===== src/rtl/tile_settings.svh =====
`ifndef TILE_SETTINGS_SVH
`define TILE_SETTINGS_SVH

`define SCREEN_W   64      // frame width in pixels
`define SCREEN_H   32      // frame height in pixels

`define NUM_TILES  2       // one tile per lane
`define LANE_W     32      // lane width, tile x origin is index times this

`define TILE_W     8
`define TILE_H     4

`define COLOR_BITS 3
`define SPEED_BITS 8       // free-running speed counter
`define MASK_BITS  4       // speed mask covers the top bits of the counter

`endif

===== src/rtl/ctrlPkg.sv =====
`default_nettype none

package ctrlPkg;

    // one pulse per press, then hold until release
    typedef enum logic [1:0] {ksIdle, ksStep, ksHeld} keyState;

    typedef enum logic [3:0] {
        tsInit, tsInitDrawPixel, tsInitDrawRow,  // first draw, no grant needed
        tsWaitDelay, tsWaitGrant,
        tsErasePixel, tsEraseRow,
        tsMoveCheck, tsMoveStep,
        tsDrawPixel, tsDrawRow,
        tsRelease                                // req drops here
    } tileState;

    // idle plus one grant state per tile
    typedef enum logic [1:0] {arbIdle, arbGrant0, arbGrant1} arbState;

endpackage

`default_nettype wire


===== src/rtl/drawPkg.sv =====
`default_nettype none

`include "tile_settings.svh"

package drawPkg;

    // widths derived from the frame and tile count
    localparam int xBits   = $clog2(`SCREEN_W);
    localparam int yBits   = $clog2(`SCREEN_H);
    localparam int idxBits = (`NUM_TILES > 1) ? $clog2(`NUM_TILES) : 1;

    typedef logic [xBits-1:0] xCoord;            // pixel column
    typedef logic [yBits-1:0] yCoord;            // pixel row

    // 3-bit colour, all ones is white and zero is the erase colour
    typedef logic [`COLOR_BITS-1:0] pixColor;

    typedef logic [idxBits-1:0] tileIdx;         // tile number

endpackage

`default_nettype wire


===== src/rtl/tileCmdBus.sv =====
`timescale 1ns/10ps
`default_nettype none

// commands from key decode to one tile
interface tileCmdBus;
    import drawPkg::*;

    logic    setColor;   // single-cycle pulses
    logic    faster;
    logic    slower;
    pixColor newColor;   // level, sampled on setColor

    modport source (output setColor, faster, slower, newColor);

    modport sink (input setColor, faster, slower, newColor);

endinterface

`default_nettype wire


===== src/rtl/pixelBus.sv =====
`timescale 1ns/10ps
`default_nettype none

// one tile's link to the draw arbiter
interface pixelBus;
    import drawPkg::*;

    logic    req;      // tile wants a redraw cycle
    logic    gnt;      // arbiter has picked this tile
    xCoord   x;
    yCoord   y;
    pixColor color;
    logic    write;    // pixel write strobe

    modport tile (output req, x, y, color, write, input gnt);

    modport arbiter (input req, x, y, color, write, output gnt);

endinterface

`default_nettype wire


===== src/rtl/tileDisplay.sv =====
`timescale 1ns/10ps
`default_nettype none

`include "tile_settings.svh"

module tileDisplay (
    input  logic             Clock,
    input  logic             arstN,
    input  logic             keySetColor,   // keys active high, may be held
    input  logic             keyFaster,
    input  logic             keySlower,
    input  drawPkg::tileIdx  selTile,       // tile that gets the key commands
    input  drawPkg::pixColor newColor,
    output drawPkg::xCoord   pixX,          // pixel write stream
    output drawPkg::yCoord   pixY,
    output drawPkg::pixColor pixColor,
    output logic             pixWrite
);

    pixelBus   pixBus [`NUM_TILES] ();      // tile to arbiter
    tileCmdBus cmdBus [`NUM_TILES] ();      // decode to tile

    keyDecode uKeys (
        .Clock       (Clock),
        .arstN       (arstN),
        .keySetColor (keySetColor),
        .keyFaster   (keyFaster),
        .keySlower   (keySlower),
        .selTile     (selTile),
        .newColor    (newColor),
        .cmd         (cmdBus)
    );

    // one animator per lane
    for (genvar i = 0; i < `NUM_TILES; i++) begin : gTile
        tileAnimator #(.laneIdx(i)) uTile (
            .Clock (Clock),
            .arstN (arstN),
            .cmd   (cmdBus[i]),
            .pix   (pixBus[i])
        );
    end

    drawArbiter uArb (
        .Clock    (Clock),
        .arstN    (arstN),
        .pix      (pixBus),
        .pixX     (pixX),
        .pixY     (pixY),
        .pixColor (pixColor),
        .pixWrite (pixWrite)
    );

endmodule

`default_nettype wire


===== src/rtl/drawArbiter.sv =====
`timescale 1ns/10ps
`default_nettype none

`include "tile_settings.svh"

module drawArbiter (
    input  logic             Clock,
    input  logic             arstN,
    pixelBus.arbiter         pix [`NUM_TILES],
    output drawPkg::xCoord   pixX,
    output drawPkg::yCoord   pixY,
    output drawPkg::pixColor pixColor,
    output logic             pixWrite
);
    import drawPkg::*;
    import ctrlPkg::*;

    arbState stQ, stD;
    tileIdx  curIdx, srcIdx;                        // granted tile, muxed tile
    logic [`NUM_TILES-1:0] reqVec, wrVec;
    xCoord xVec [`NUM_TILES];
    yCoord yVec [`NUM_TILES];
    logic [`COLOR_BITS-1:0] colVec [`NUM_TILES];

    // flatten the bus array so it can be indexed at run time
    for (genvar i = 0; i < `NUM_TILES; i++) begin : gFlat
        assign reqVec[i] = pix[i].req;
        assign wrVec[i]  = pix[i].write;
        assign xVec[i]   = pix[i].x;
        assign yVec[i]   = pix[i].y;
        assign colVec[i] = pix[i].color;
        assign pix[i].gnt = (stQ == arbState'(i + 1));   // high for the whole grant
    end

    assign curIdx = tileIdx'(stQ - 1'b1);

    always_comb begin
        stD = stQ;
        if (stQ == arbIdle) begin
            for (int i = `NUM_TILES - 1; i >= 0; i--) begin
                if (reqVec[i]) stD = arbState'(i + 1);   // lowest index wins
            end
        end else if (!reqVec[curIdx]) begin
            stD = arbIdle;                          // tile released
        end
    end

    always_ff @(posedge Clock or negedge arstN) begin
        if (!arstN) stQ <= arbIdle;
        else stQ <= stD;
    end

    // idle forwards any writing tile, which covers the initial draws
    always_comb begin
        srcIdx = curIdx;
        if (stQ == arbIdle) begin
            srcIdx = '0;
            for (int i = `NUM_TILES - 1; i >= 0; i--) begin
                if (wrVec[i]) srcIdx = tileIdx'(i);
            end
        end
    end

    assign pixX     = xVec[srcIdx];
    assign pixY     = yVec[srcIdx];
    assign pixColor = colVec[srcIdx];
    assign pixWrite = wrVec[srcIdx];

endmodule

`default_nettype wire


===== src/rtl/tileAnimator.sv =====
`timescale 1ns/10ps
`default_nettype none

`include "tile_settings.svh"

module tileAnimator #(
    parameter int laneIdx = 0                       // picks the lane, fixes x origin
) (
    input  logic     Clock,
    input  logic     arstN,
    tileCmdBus.sink  cmd,
    pixelBus.tile    pix
);
    import drawPkg::*;
    import ctrlPkg::*;

    localparam int    colBits = $clog2(`TILE_W);
    localparam int    rowBits = $clog2(`TILE_H);
    localparam xCoord laneX   = xCoord'(laneIdx * `LANE_W);
    localparam yCoord lastRow = yCoord'(`SCREEN_H - `TILE_H);  // wrap point
    localparam int    padBits = `SPEED_BITS - `MASK_BITS;

    tileState stQ, stD;
    logic [colBits-1:0] colCnt;                     // pixel within a tile row
    logic [rowBits-1:0] rowCnt;                     // row within the tile
    yCoord   rowOrg;                                // tile top row on screen
    logic    atBottom;
    pixColor colorReg, shownColor;
    logic [`SPEED_BITS-1:0] speedCnt;
    logic [`MASK_BITS-1:0]  speedMask;
    logic    strobe, colDone, rowDone, inPixel, inRowStep, erasing;

    assign colDone   = (colCnt == colBits'(`TILE_W - 1));
    assign rowDone   = (rowCnt == rowBits'(`TILE_H - 1));
    assign inPixel   = stQ inside {tsInitDrawPixel, tsErasePixel, tsDrawPixel};
    assign inRowStep = stQ inside {tsInitDrawRow, tsEraseRow, tsDrawRow};
    assign erasing   = stQ inside {tsErasePixel, tsEraseRow};

    // masked top bits count as ones, so more mask ones means a shorter wait
    assign strobe = ((speedCnt | {speedMask, {padBits{1'b0}}}) == '1);

    always_comb begin
        stD = stQ;
        case (stQ)
            tsInit:          stD = tsInitDrawPixel;
            tsInitDrawPixel: if (colDone) stD = tsInitDrawRow;
            tsInitDrawRow:   stD = rowDone ? tsWaitDelay : tsInitDrawPixel;
            tsWaitDelay:     if (strobe) stD = tsWaitGrant;   // req rises next
            tsWaitGrant:     if (pix.gnt) stD = tsErasePixel;
            tsErasePixel:    if (colDone) stD = tsEraseRow;
            tsEraseRow:      stD = rowDone ? tsMoveCheck : tsErasePixel;
            tsMoveCheck:     stD = tsMoveStep;
            tsMoveStep:      stD = tsDrawPixel;
            tsDrawPixel:     if (colDone) stD = tsDrawRow;
            tsDrawRow:       stD = rowDone ? tsRelease : tsDrawPixel;
            tsRelease:       stD = tsWaitDelay;
            default:         stD = tsInit;
        endcase
    end

    always_ff @(posedge Clock or negedge arstN) begin
        if (!arstN) begin
            stQ    <= tsInit;
            colCnt <= '0;
            rowCnt <= '0;
            rowOrg <= '0;
        end else begin
            stQ <= stD;
            if (stQ == tsInit) begin
                colCnt <= '0;
                rowCnt <= '0;
                rowOrg <= '0;
            end
            if (inPixel) colCnt <= colDone ? '0 : colCnt + 1'b1;
            if (inRowStep) rowCnt <= rowDone ? '0 : rowCnt + 1'b1;
            if (stQ == tsMoveStep) rowOrg <= atBottom ? '0 : rowOrg + 1'b1;
        end
    end

    // bottom check captured ahead of the move
    always_ff @(posedge Clock) begin
        if (stQ == tsMoveCheck) atBottom <= (rowOrg == lastRow);
    end

    // colour register, zero reads as white
    always_ff @(posedge Clock or negedge arstN) begin
        if (!arstN) colorReg <= '0;
        else if (cmd.setColor) colorReg <= cmd.newColor;
        else if (colorReg == '0) colorReg <= '1;
    end
    assign shownColor = (colorReg == '0) ? '1 : colorReg;

    // speed counter runs freely, mask shifts on commands
    always_ff @(posedge Clock or negedge arstN) begin
        if (!arstN) begin
            speedCnt  <= '0;
            speedMask <= '0;
        end else begin
            speedCnt <= speedCnt + 1'b1;
            if (cmd.faster) speedMask <= {1'b1, speedMask[`MASK_BITS-1:1]};     // 1 in at top
            else if (cmd.slower) speedMask <= {speedMask[`MASK_BITS-2:0], 1'b0}; // 0 in at bottom
        end
    end

    assign pix.req   = stQ inside {tsWaitGrant, tsErasePixel, tsEraseRow, tsMoveCheck,
                                   tsMoveStep, tsDrawPixel, tsDrawRow};
    assign pix.write = inPixel;
    assign pix.x     = laneX + xCoord'(colCnt);
    assign pix.y     = rowOrg + yCoord'(rowCnt);
    assign pix.color = erasing ? '0 : shownColor;  // erase in black

endmodule

`default_nettype wire


===== src/rtl/keyDecode.sv =====
`timescale 1ns/10ps
`default_nettype none

`include "tile_settings.svh"

module keyDecode (
    input  logic            Clock,
    input  logic            arstN,
    input  logic            keySetColor,
    input  logic            keyFaster,
    input  logic            keySlower,
    input  drawPkg::tileIdx selTile,
    input  drawPkg::pixColor newColor,
    tileCmdBus.source       cmd [`NUM_TILES]
);
    import drawPkg::*;
    import ctrlPkg::*;

    localparam int numKeys = 3;

    logic [numKeys-1:0] keyRaw, syncA, syncB;
    logic [numKeys-1:0] pulse;                      // one cycle per press
    keyState            keyQ [numKeys];

    assign keyRaw = {keySlower, keyFaster, keySetColor};

    // two-flop synchroniser per key
    always_ff @(posedge Clock or negedge arstN) begin
        if (!arstN) begin
            syncA <= '0;
            syncB <= '0;
        end else begin
            syncA <= keyRaw;
            syncB <= syncA;
        end
    end

    // press detector, steps once and then waits for release
    always_ff @(posedge Clock or negedge arstN) begin
        if (!arstN) begin
            for (int k = 0; k < numKeys; k++) keyQ[k] <= ksIdle;
        end else begin
            for (int k = 0; k < numKeys; k++) begin
                case (keyQ[k])
                    ksIdle:  if (syncB[k]) keyQ[k] <= ksStep;
                    ksStep:  keyQ[k] <= syncB[k] ? ksHeld : ksIdle;
                    ksHeld:  if (!syncB[k]) keyQ[k] <= ksIdle;  // released
                    default: keyQ[k] <= ksIdle;
                endcase
            end
        end
    end

    always_comb begin
        for (int k = 0; k < numKeys; k++) pulse[k] = (keyQ[k] == ksStep);
    end

    // only the selected tile sees the pulses
    for (genvar i = 0; i < `NUM_TILES; i++) begin : gRoute
        logic hit;
        assign hit                = (selTile == tileIdx'(i));
        assign cmd[i].setColor    = pulse[0] & hit;
        assign cmd[i].faster      = pulse[1] & hit;
        assign cmd[i].slower      = pulse[2] & hit;
        assign cmd[i].newColor    = newColor;       // passed through as is
    end

endmodule

`default_nettype wire


===== config.mk =====
export PLATFORM = sky130hd
export DESIGN_NAME = tileDisplay
export DESIGN_NICKNAME = d
export VERILOG_FILES = /design/src/rtl/ctrlPkg.sv /design/src/rtl/drawPkg.sv /design/src/rtl/tileCmdBus.sv /design/src/rtl/pixelBus.sv /design/src/rtl/tileDisplay.sv /design/src/rtl/drawArbiter.sv /design/src/rtl/tileAnimator.sv /design/src/rtl/keyDecode.sv
export VERILOG_INCLUDE_DIRS = /design/src /design/src/rtl
export SDC_FILE = /design/constraint.sdc
export NUM_CORES = 1
export LEC_CHECK = 0
export ABC_AREA = 1
export CORE_MARGIN = 2
export CORE_UTILIZATION = 60
export CTS_CLUSTER_DIAMETER = 50
export DETAILED_ROUTE_END_ITERATION = 16
export DONT_BUFFER_PORTS = 1
export GPL_TIMING_DRIVEN = 0
export HOLD_SLACK_MARGIN = 0.06
export PLACE_DENSITY = 0.76
export SLEW_MARGIN = 25
export SYNTH_ARGS = -nofsm -noshare
export SYNTH_HDL_FRONTEND = slang
export SYNTH_SLANG_ARGS = --single-unit

===== constraint.sdc =====
create_clock -name Clock -period 4.8 [get_ports Clock]
set_clock_uncertainty 0.1 [all_clocks]
set_input_delay 0.48 -clock Clock [delete_from_list [all_inputs] [get_ports Clock]]
set_output_delay 0.48 -clock Clock [all_outputs]
set_load 0.03 [all_outputs]

Word-level counts from Yosys, hierarchy flattened
Cells that the tools add are included.

Magnitude comparators: 3. Multiplexer cells: 78. Reductions and logical operators: 30. Bitwise gates (word level): 10. Add/sub/neg operators: 12. Eq/ne operators: 56.

Operators with widths (number): $pmux 4 s12 (2); $mux 4 (14); $mux 2 (25); $mux 3 (15); $mux 5 (9); $eq 4x3->1 const B (8); $eq 4x4->1 const B (8); $ne 2x1->1 const B (13); $reduce_bool 2->1 (10); $mux 6 (3); $pmux 2 s3 (3); $add 8x1->8 const B (2); $eq 4x2->1 const B (4); $eq 8x8->1 const B (2); $or 8x8->8 (2); $reduce_bool 7->1 (2); $eq 2x2->1 const B (6); $reduce_bool 3->1 (4); $add 5x1->5 const B (2); $add 5x2->5 (2); $eq 5x5->1 const B (2); $reduce_and 5->1 (2); $eq 2x1->1 const B (4); $eq 4x1->1 const B (2); 17 further kinds (43).

Word-level logic and storage cells: 211. Register bits after elaboration: 74. Output and inout bits: 15.

Logic depth before layout (Yosys ltp)
Gate-level depths: netlist (run 1).

Depth in word-level cells: 9. Depth in mapped cells: 9. Depth with buffers taken out: 9.

Hierarchy
Synthesis (run 1) repeated with hierarchy kept, for this count alone.

Cells, all modules: 505. Area, all modules: 4087.7 µm².

By module, submodules not included: tileAnimator at gTile[1].uTile (times used 1, seq. area each 755.7 µm², cells each 197, area each 1624.1 µm²); tileAnimator at gTile[0].uTile (times used 1, seq. area each 755.7 µm², cells each 196, area each 1620.3 µm²); keyDecode (times used 1, seq. area each 300.3 µm², cells each 47, area each 469.2 µm²); drawArbiter (times used 1, seq. area each 50.0 µm², cells each 65, area each 374.1 µm²).

Least setup slack after synthesis (run 1)
OpenSTA, ideal clock, no wires.

Path type: reg2out. Start point: reg gTile[0].uTile.rowOrg[0]. End point: out pixY[4]. Path buffers: 0. Setup slack: 2615 ps. Data arrival time: 1605 ps. Stages on the path, launching flop included: 7. Cell sequence: dfrtp_1 ha_1 inv_1 fa_1 nor2_1 xnor2_1 o21ai_2.

Cells in the longest elaborated chain, start to end: 4.

RTL lines: start: declaration (line tileAnimator.sv:26) `yCoord rowOrg;`; start signal: assignment (line tileAnimator.sv:76) `if (stQ == tsMoveStep) rowOrg <= atBottom ? '0 : rowOrg + 1'b1;`; $add 5x2->5 (line tileAnimator.sv:109) `assign pix.y = rowOrg + yCoord'(rowCnt);`; $mux 5 (not written as such) (3 in series) (line drawArbiter.sv:65) `assign pixY = yVec[srcIdx];`; end: declaration (line tileDisplay.sv:15) `output drawPkg::yCoord pixY,`.

No other way between the ends. The select of a mux whose other input is x is not followed.

Worst setup path in the final report (run 1)
Same ends and word-level chain as after synthesis.

==> results.sh, run 1 <==
export IMPL_postRouteAntennaNets=0
export IMPL_tritoncts="done"
export IMPL_avgSynthCellArea_sq_um=8.55
export IMPL_drc_errors=0
export IMPL_yosysTopAreaCell="dfrtp_1"
export IMPL_port_buffers=0
export IMPL_die_w_microns=84.8
export IMPL_clk_latency_ns=0.35
export IMPL_num_nets_final=502
export IMPL_synth_cells=458
export IMPL_cts_num_sinks=74
export IMPL_root_buffer="clkbuf_8"
export IMPL_ff2ff_setup_slack_ns=3.23
export IMPL_ys_ff_latch=74
export IMPL_min_period_ns=2.70
export IMPL_critical_path_top_delay_family="adder cells"
export IMPL_coreArea_sq_um=6310
export IMPL_wl_per_cell_microns=12.5
export IMPL_syn_area_sq_um=3910
export IMPL_post_cts_resized=0
export IMPL_numCtsBuffers=9
export IMPL_crit_buf_inv=1
export IMPL_rows=29
export IMPL_grt_total_usage=0.216
export IMPL_max_slew_margin=0.514
export IMPL_diodes=0
export IMPL_power_total_mw=2.07
export IMPL_finalCritPeriodShare=0.563
export IMPL_wirelength_microns=6990
export IMPL_setup_viol=0
export IMPL_fin_tns_setup_ns=0
export IMPL_die_y_microns=84.8
export IMPL_cp_start_kind="register"
export IMPL_grt_first_pass_wirelength_microns=12400
export IMPL_crit_slowest_cell="dfrtp_1"
export IMPL_worstSetupPathType="register to output port"
export IMPL_finalHoldViolCount=0
export IMPL_min_path_cells=2
export IMPL_ys_seq_area_frac=0.476
export IMPL_fmax_ghz=0.370
export IMPL_ys_warnings_count=0
export IMPL_start_util=0.620
export IMPL_synth_top_area_frac=0.460
export IMPL_grt_pass1_vias=2897
export IMPL_cts_max_level=3
export IMPL_clk_pin_slew_ns=0.08
export IMPL_power_leakage_nw=2.16
export IMPL_end_kind="output port"
export IMPL_grt_max_degree=73
export IMPL_min_to="gTile[0].uTile.colorReg[2]$_DFF_PN0_"
export IMPL_required_ns=4.22
export IMPL_layout_drive_gt1_share=0.102
export IMPL_dieArea_sq_um=7190
export IMPL_dpl_cell_area_sq_um=4010
export IMPL_rr_startpoint="gTile[0].uTile.speedCnt[0]$_DFF_PN0_"
export IMPL_place_congestion=0.870
export IMPL_fin_area_sq_um=4300
export IMPL_synthTopCellsByArea="dfrtp_1 (46%), nand2_1 (8.7%), inv_1 (6.2%), nand3_1 (5.4%), ha_1 (5.1%)"
export IMPL_outcome="finished clean"
export IMPL_vias_per_cell=5.33
export IMPL_worstPathMaxFanout=6
export IMPL_rr_worst_depth=8
export IMPL_arrival_ns=2.12
export IMPL_cts_buffer_depth=2
export IMPL_slew_violations=0
export IMPL_rsz0062_at_grt="no"
export IMPL_hpwl_microns=5210
export IMPL_syn_to_final_growth_pct=9.85
export IMPL_hp_class="primary input to register"
export IMPL_cp_cell_sequence="ha_1, inv_1, fa_1, nor2_1, xnor2_1, o21ai_2"
export IMPL_drtIter0Drc=195
export IMPL_min_delay_start="newColor[2]"
export IMPL_power_density_nw_per_um2=481
export IMPL_cap_violations=0
export IMPL_synthDistinctLibCells=35
export IMPL_n_fill_cell=517
export IMPL_peakVddDrop_mv=0.361
export IMPL_first_pass_iters=4
export IMPL_grt_ovfl_total=0
export IMPL_vias=2969
export IMPL_cts_setup_buffers=0
export IMPL_tightest_slew_ns=0.740
export IMPL_io_pin_count=24
export IMPL_rr_endpoint="gTile[0].uTile.stQ[0]$_DFFE_PN0P_"
export IMPL_cp_slowest_stage_delay_ns=0.47
export IMPL_antenna_found_initial=0
==> synth_stat cells <==
master / instances
nand2_1: 91
dfrtp_1: 72
inv_1: 65
nor2_1: 45
nand3_1: 42
o21ai_0: 31
ha_1: 16
xor2_1: 14
a21oi_1: 12
o21ai_2: 8
o21bai_1: 6
xnor2_1: 6
o22ai_1: 5
nand2_2: 4
nor2_2: 4
o21ai_1: 4
buf_4: 3
inv_2: 3
a22o_1: 2
a31oi_1: 2
buf_6: 2
edfxtp_1: 2
fa_1: 2
nand2_4: 2
nand3b_1: 2
nor2_4: 2
nor3_2: 2
o31ai_1: 2
conb_1: 1
nand3_2: 1
nand3_4: 1
nand4_1: 1
nor3_1: 1
o211a_1: 1
or2_2: 1
==> worst max path at each step <==
stage,from,endpoint,slack (ns),cells past startpoint
5_1_grt,gTile[0].uTile.rowOrg[0]$_DFFE_PN0P_,pixY[4],2.01,6
4_1_cts,gTile[0].uTile.rowOrg[0]$_DFFE_PN0P_,pixY[4],2.09,6
3_3_place_gp,gTile[0].uTile.rowOrg[0]$_DFFE_PN0P_,pixY[4],2.52,6
6_report,gTile[0].uTile.rowOrg[0]$_DFFE_PN0P_,pixY[4],2.10,6
2_1_floorplan,gTile[0].uTile.rowOrg[0]$_DFFE_PN0P_,pixY[4],2.61,6
3_5_place_dp,gTile[0].uTile.rowOrg[0]$_DFFE_PN0P_,pixY[4],2.48,6
==> worst reg2reg max path, cell delays in order (launching register included) <==
cell     delay, ns
dfrtp_1       0.38
ha_1          0.19
nand2_1       0.06
nor2_1        0.20
nand3_1       0.16
nand2_1       0.16
nand2_1       0.07
nor2_1        0.09
nand2_1       0.05
==> layout by cell type, fill, tap and decap left out, types with 3 or more instances in the layout <==
master	instances
dlygate4sd3_1	4
a21oi_1	12
inv_2	3
xnor2_1	6
nand3_1	42
o21ai_2	8
buf_4	3
o21ai_1	4
xor2_1	14
clkbuf_8	9
nor2_2	4
ha_1	16
o21ai_0	31
o22ai_1	5
nand2_2	4
nand2_1	91
inv_1	65
nor2_1	45
o21bai_1	6
dfrtp_1	72
==> registers in the layout (all words and copies together) (netlist names), 3 cells and up <==
signal and flops:
gTile.uTile.colCnt 6, gTile.uTile.colorReg 6, gTile.uTile.rowCnt 4, gTile.uTile.rowOrg 10, gTile.uTile.speedCnt 16, gTile.uTile.speedMask 8
gTile.uTile.stQ 8, uKeys.keyQ 6, uKeys.syncA 3, uKeys.syncB 3
==> what timing repair did <==
item,4_1_cts,5_1_grt
hold buffers,5,0
hold endpoints to repair,75,0
setup endpoints to repair,0,0
==> cell type report <==
cell class,count,area [sq um],area share
Sequential cell,74,1860,0.433
Multi-Input combinational cell,312,1760,0.408
Inverter,68,255,0.0594
Clock buffer,10,128,0.0297
Tap cell,77,96.3,0.0224
Clock inverter,6,90.1,0.0210
Timing Repair Buffer,5,67.6,0.0157
Buffer,5,45.0,0.0105
==> power breakdown <==
| group | switching, mW | leakage, nW | internal [mW] |
|---|---|---|---|
| sequential | 0.100 | 0.927 | 0.728 |
| combinational | 0.482 | 1.13 | 0.228 |
| clock | 0.235 | 0.107 | 0.295 |
==> logic make-up after synthesis <==
family          after synthesis  share of synthesized area
simple gates                199                      0.229
xor+xnor                     20                     0.0448
fa+ha+maj                    18                     0.0614
compound gates               73                      0.112
buf+inv                      73                     0.0767
other cells                   1                   0.000958
flops                        74                      0.476
==> per-layer routing <==
layer  routed length, microns  track usage  share of wire
met4                      157        0.101          0.022
met3                      274       0.0442          0.039
met1                     3320        0.279           0.48
met2                     3230        0.352           0.46
met5                        0            0              0
==> stage by stage <==
stage               std cells   util  setup slack, ns  hold WS, ns
floorplan                 459      -             2.61       0.0844
detailed placement        536  0.636             2.48       0.0861
global route              557  0.681             2.01        0.206
global placement          536  0.636             2.52       0.0862
finish                    557  0.681             2.10        0.209
CTS                       557  0.681             2.09        0.206
No activity file was read; power rests on OpenSTA's default activity.
==> run 2: changes to the inputs <==
--- a/config.mk
+++ b/config.mk
@@ -8,13 +8,13 @@
 export LEC_CHECK = 0
 export ABC_AREA = 1
 export CORE_MARGIN = 2
-export CORE_UTILIZATION = 60
+export CORE_UTILIZATION = 57
 export CTS_CLUSTER_DIAMETER = 50
 export DETAILED_ROUTE_END_ITERATION = 16
 export DONT_BUFFER_PORTS = 1
 export GPL_TIMING_DRIVEN = 0
 export HOLD_SLACK_MARGIN = 0.06
-export PLACE_DENSITY = 0.76
+export PLACE_DENSITY = 0.75
 export SLEW_MARGIN = 25
 export SYNTH_ARGS = -nofsm -noshare
 export SYNTH_HDL_FRONTEND = slang
==> constraint.sdc (replaced) <==
create_clock -name Clock -period 2.32 [get_ports Clock]
set_clock_uncertainty 0.1 [all_clocks]
set_input_delay 0.232 -clock Clock [delete_from_list [all_inputs] [get_ports Clock]]
set_output_delay 0.232 -clock Clock [all_outputs]
set_load 0.03 [all_outputs]
==> results.sh, run 2 (synthesis results as in run 1) <==
export IMPL_outcome="finished clean"
export IMPL_switching_power_mw=1.69
export IMPL_num_nets_final=510
export IMPL_grt_ovfl_total=0
export IMPL_p_comb_frac=0.365
export IMPL_cts_max_level=3
export IMPL_wl_per_cell_microns=12.2
export IMPL_dr_wl_met2_microns=3300
export IMPL_finalHoldViolCount=0
export IMPL_dr_max_layer_used="met4"
export IMPL_drc_errors=0
export IMPL_tightest_slew_ns=0.741
export IMPL_io_pin_count=24
export IMPL_tritoncts="done"
export IMPL_syn_to_final_growth_pct=11.3
export IMPL_die_w_microns=86.9
export IMPL_worstSetupPathType="register to output port"
export IMPL_hp_class="primary input to register"
export IMPL_swShare=0.412
export IMPL_min_delay_start="selTile"
export IMPL_ff2ff_setup_slack_ns=0.77
export IMPL_power_total_mw=4.10
export IMPL_worstPathMaxFanout=2
export IMPL_min_period_ns=2.20
export IMPL_rsz0062_at_grt="no"
export IMPL_coreArea_sq_um=6720
export IMPL_cts_num_sinks=74
export IMPL_antenna_found_initial=0
export IMPL_grt_total_usage=0.210
export IMPL_numCtsBuffers=9
export IMPL_hpwl_microns=5100
export IMPL_layout_drive_gt1_share=0.123
export IMPL_cts_buffer_depth=2
export IMPL_wl_met3_microns=246
export IMPL_power_density_nw_per_um2=942
export IMPL_peakVddDrop_mv=0.815
export IMPL_power_internal_mw=2.41
export IMPL_grt_max_degree=73
export IMPL_cp_start_kind="register"
export IMPL_layout_common_cells="nand2_1 (91), dfrtp_1 (72), inv_1 (65)"
export IMPL_postRouteAntennaNets=0
export IMPL_rr_worst_depth=8
export IMPL_clkPwrFrac=0.221
export IMPL_top_regs="gTile.uTile.speedCnt: 16 flops, gTile.uTile.rowOrg: 10 flops"
export IMPL_first_pass_iters=4
export IMPL_min_to="gTile[1].uTile.colorReg[1]$_DFF_PN0_"
export IMPL_finalCritPeriodShare=0.947
export IMPL_fin_tns_setup_ns=0
export IMPL_met1Wirelength_microns=3220
export IMPL_rr_startpoint="gTile[0].uTile.speedCnt[0]$_DFF_PN0_"
export IMPL_clk_pin_slew_ns=0.08
export IMPL_largest_register_ffs=16
export IMPL_largest_register="gTile.uTile.speedCnt"
export IMPL_end_kind="output port"
export IMPL_min_path_cells=2
export IMPL_start_util=0.582
export IMPL_required_ns=1.99
export IMPL_die_y_microns=86.9
export IMPL_setup_viol=0
export IMPL_post_route_util=0.648
export IMPL_cap_violations=0
export IMPL_max_slew_margin=0.513
export IMPL_place_congestion=0.867
export IMPL_rows=30
export IMPL_slew_violations=0
export IMPL_final_common_cell="nand2_1"
export IMPL_arrival_ns=1.87
export IMPL_fmax_ghz=0.455
export IMPL_drtIter0Drc=199
export IMPL_root_buffer="clkbuf_8"
export IMPL_finalWorstSetupSlack_ns=0.122
export IMPL_vias=3007
export IMPL_grt_first_pass_wirelength_microns=12400
export IMPL_power_leakage_nw=2.18
export IMPL_port_buffers=0
export IMPL_clk_latency_ns=0.34
export IMPL_grt_pass1_vias=2874
export IMPL_diodes=0
export IMPL_wirelength_microns=6920
export IMPL_vias_per_cell=5.29
export IMPL_seqPwrFrac=0.414
export IMPL_rr_endpoint="gTile[0].uTile.stQ[0]$_DFFE_PN0P_"
export IMPL_post_place_ws_ns=0.271
export IMPL_dieArea_sq_um=7540
## run 2: cell types whose count changed in the layout (fill, tap and decap cells not counted)
cell	before	now
buf_4	3	8
fa_1	2	0
nor2_2	4	6
o21ai_2	8	7
bufinv_16	2	0
ha_1	16	14
dlygate4sd3_1	4	7
ha_2	0	2
clkinv_4	1	2
nor2_1	45	43
o21ai_4	0	1
clkbuf_8	9	10
fa_2	0	2
## run 2: per-layer routing
layer,track usage,up-vias
li1,-,1532
met1,0.277,1415
met2,0.334,47
met3,0.0408,13
met4,0.0980,0
met5,0,-
## run 2: what timing repair did
item / CTS / global route
setup buffers: 4 / 1
pin swaps: 2 / 3
hold buffers: 8 / 0
endpoints found under the setup margin: 2 / 2
resized for setup: 2 / 5
hold endpoints to repair: 81 / 0
## run 2: cell type report
type                            instances  area, sq um
Fill cell                             542         2360
Sequential cell                        74         1860
Multi-Input combinational cell        312         1780
Inverter                               68          255
Clock buffer                           11          141
Timing Repair Buffer                   13          135
Tap cell                               80          100
Buffer                                  5         45.0
Clock inverter                          5         38.8
## run 2: how the worst max path moves through the flow
stage,startpoint,to,slack (ns),cells after the start
floorplan,gTile[0].uTile.rowOrg[0]$_DFFE_PN0P_,pixY[4],0.38,6
global placement,gTile[1].uTile.rowOrg[0]$_DFFE_PN0P_,pixY[4],0.30,7
detailed placement,gTile[1].uTile.rowOrg[0]$_DFFE_PN0P_,pixY[4],0.27,7
CTS,gTile[1].uTile.rowOrg[0]$_DFFE_PN0P_,pixY[4],0.05,7
global route,gTile[0].uTile.rowCnt[0]$_DFFE_PN0P_,pixY[4],0.01,6
finish,gTile[0].uTile.rowCnt[0]$_DFFE_PN0P_,pixY[4],0.12,6
## run 2: through the flow
stage	hold WS, ns	cells	cell area, sq um
final	0.0848	568	4360
after global routing	0.101	568	4360
after CTS	0.0757	567	4340
after detailed placement	-0.161	539	4020
after global placement	-0.161	539	4020
after floorplan	-0.164	459	3920
## run 2: critical path, cell delays in order, from the launching register on
cell and delay [ns]:
dfrtp_1 0.38, ha_2 0.19, inv_1 0.06, fa_2 0.40, nor2_2 0.13, xnor2_1 0.11
o21ai_4 0.27
## run 2: power by group through the flow
stage               logic, mW  registers [mW]  clock network [mW]
floorplan                1.22            1.68                   0
global placement         1.40            1.72                   0
detailed placement       1.44            1.73                   0
CTS                      1.51            1.70               0.929
global route             1.70            1.73               0.990
finish                   1.50            1.70               0.905
==> run 3: changes to the inputs <==
--- a/config.mk
+++ b/config.mk
@@ -12,7 +12,6 @@
 export CTS_CLUSTER_DIAMETER = 50
 export DETAILED_ROUTE_END_ITERATION = 16
 export DONT_BUFFER_PORTS = 1
-export GPL_TIMING_DRIVEN = 0
 export HOLD_SLACK_MARGIN = 0.06
 export PLACE_DENSITY = 0.75
 export SLEW_MARGIN = 25
==> results.sh, run 3 (synthesis results as in run 1) <==
export IMPL_place_congestion=0.885
export IMPL_vias_per_cell=5.22
export IMPL_diodes=0
export IMPL_min_period_ns=2.25
export IMPL_cts_buffer_depth=2
export IMPL_peakVddDrop_mv=0.810
export IMPL_outcome="finished clean"
export IMPL_coreArea_sq_um=6720
export IMPL_power_leakage_nw=2.17
export IMPL_dieArea_sq_um=7540
export IMPL_worstPathMaxFanout=2
export IMPL_grt_ovfl_total=0
export IMPL_root_buffer="clkbuf_8"
export IMPL_largest_register_ffs=16
export IMPL_rows=30
export IMPL_hpwl_microns=5190
export IMPL_antenna_found_initial=0
export IMPL_wl_per_cell_microns=12.5
export IMPL_die_y_microns=86.9
export IMPL_ff2ff_setup_slack_ns=0.73
export IMPL_hp_class="primary input to register"
export IMPL_rsz0062_at_grt="yes"
export IMPL_required_ns=1.99
export IMPL_post_place_ws_ns=0.311
export IMPL_clk_pin_slew_ns=0.09
export IMPL_cp_start_kind="register"
export IMPL_multiInputGateArea_sq_um=1780
export IMPL_min_path_cells=4
export IMPL_end_kind="output port"
export IMPL_rr_endpoint="gTile[0].uTile.stQ[0]$_DFFE_PN0P_"
export IMPL_syn_to_final_growth_pct=11.0
export IMPL_io_pin_count=24
export IMPL_layout_common_cells="nand2_1 (91), dfrtp_1 (72), inv_1 (65)"
export IMPL_layout_drive_gt1_share=0.105
export IMPL_cts_num_sinks=74
export IMPL_min_delay_start="selTile"
export IMPL_port_buffers=0
export IMPL_vias=2952
export IMPL_cap_violations=0
export IMPL_finalCritPeriodShare=0.968
export IMPL_first_pass_iters=4
export IMPL_dp_cells=535
export IMPL_cp_cell_sequence="ha_1, inv_1, fa_1, nor2_1, xnor2_1, o21ai_4"
export IMPL_postRouteAntennaNets=0
export IMPL_wirelength_microns=7090
export IMPL_finalHoldViolCount=0
export IMPL_arrival_ns=1.91
export IMPL_min_to="gTile[1].uTile.speedMask[2]$_DFFE_PN0P_"
export IMPL_num_nets_final=507
export IMPL_die_w_microns=86.9
export IMPL_cp_slowest_stage_delay_ns=0.45
export IMPL_grt_total_usage=0.213
export IMPL_drc_errors=0
export IMPL_tritoncts="done"
export IMPL_fmax_ghz=0.445
export IMPL_grt_max_degree=73
export IMPL_crit_slowest_cell="fa_1"
export IMPL_worstSetupPathType="register to output port"
export IMPL_slew_violations=0
export IMPL_cts_max_level=3
export IMPL_grt_first_pass_wirelength_microns=12500
export IMPL_numCtsBuffers=9
export IMPL_largest_register="gTile.uTile.speedCnt"
export IMPL_clk_latency_ns=0.36
export IMPL_rr_worst_depth=8
export IMPL_layout_cells_non_filler=565
export IMPL_seqCellArea_sq_um=1860
export IMPL_drtIter0Drc=146
export IMPL_power_density_nw_per_um2=955
export IMPL_n_fill_cell=549
export IMPL_start_util=0.582
export IMPL_setup_viol=0
export IMPL_rr_startpoint="gTile[0].uTile.speedCnt[0]$_DFF_PN0_"
export IMPL_grt_pass1_vias=2891
export IMPL_top_regs="gTile.uTile.speedCnt: 16 flops, gTile.uTile.rowOrg: 10 flops"
export IMPL_finalWorstSetupSlack_ns=0.0746
export IMPL_final_common_cell="nand2_1"
-- run 3: changes by cell type in the layout (fill, tap and decap cells not counted), moves of 2 or more --
| cell | previous run | this run |
|---|---|---|
| buf_4 | 8 | 5 |
| inv_8 | 0 | 3 |
| nor2_2 | 6 | 4 |
| ha_2 | 2 | 0 |
| ha_1 | 14 | 16 |
| dlygate4sd3_1 | 7 | 9 |
| nor2_1 | 43 | 45 |
| buf_6 | 2 | 0 |
-- run 3: stage by stage --
stage	TNS (ns)	power [mW]	area [sq um]	hold slack (ns)	utilization
2_1_floorplan	0	2.90	3920	-0.164	-
3_3_place_gp	0	3.06	3980	-0.162	0.592
3_5_place_dp	0	3.11	3980	-0.161	0.592
4_1_cts	0	4.15	4330	0.0843	0.644
5_1_grt	-0.0292	4.48	4350	0.117	0.647
6_report	0	4.15	4350	0.0955	0.647
-- run 3: final cells by class --
class / count / share of cell area
clock buffer: 9 / 0.0285
clock inverter: 7 / 0.0155
inverter: 68 / 0.0587
multi-input combinational: 312 / 0.410
sequential: 74 / 0.428
tap: 80 / 0.0230
timing repair buffer: 15 / 0.0357
-- run 3: metal layers --
metal / routed length (microns) / GRT usage / vias to the layer above
met3: 286 / 0.0588 / 9
met5: 0 / 0 / -
met2: 3400 / 0.345 / 44
met4: 117 / 0.0866 / 0
met1: 3290 / 0.271 / 1381
li1: - / - / 1518
-- run 3: worst max-delay path, delay by kind of cell (launching register included) --
| family | cells | cell delay [ns] |
|---|---|---|
| XOR/XNOR | 1 | 0.11 |
| AO/OA/AOI/OAI | 1 | 0.25 |
| buffers and inverters | 1 | 0.06 |
| flip-flops | 1 | 0.37 |
| adder cells (fa/ha/maj) | 2 | 0.62 |
| AND/OR/NAND/NOR | 1 | 0.14 |
-- run 3: power by group --
| group | internal, mW | switching (mW) |
|---|---|---|
| registers | 1.51 | 0.193 |
| clock network | 0.419 | 0.549 |
| logic | 0.463 | 1.02 |
| total | 2.39 | 1.76 |
-- run 3: repair_timing --
| item | in CTS | in global routing |
|---|---|---|
| gates resized for setup | 1 | 3 |
| endpoints found under the hold margin | 81 | 0 |
| setup buffers | 4 | 0 |
| hold buffers | 10 | 0 |
| pin swaps | 1 | 2 |
| setup endpoints to repair | 2 | 10 |
| cloned | 0 | 0 |
-- run 3: how the worst max path moves through the flow --
stage / depth (start not counted) / endpoint / startpoint / slack (ns)
floorplan: 6 / pixY[4] / gTile[0].uTile.rowOrg[0]$_DFFE_PN0P_ / 0.38
global placement: 6 / pixY[4] / gTile[0].uTile.rowOrg[0]$_DFFE_PN0P_ / 0.33
detailed placement: 6 / pixY[4] / gTile[0].uTile.rowOrg[0]$_DFFE_PN0P_ / 0.31
CTS: 5 / pixY[2] / gTile[0].uTile.rowCnt[0]$_DFFE_PN0P_ / 0.04
global route: 6 / pixY[4] / gTile[0].uTile.rowCnt[0]$_DFFE_PN0P_ / -0.03
finish: 6 / pixY[4] / gTile[0].uTile.rowCnt[0]$_DFFE_PN0P_ / 0.07
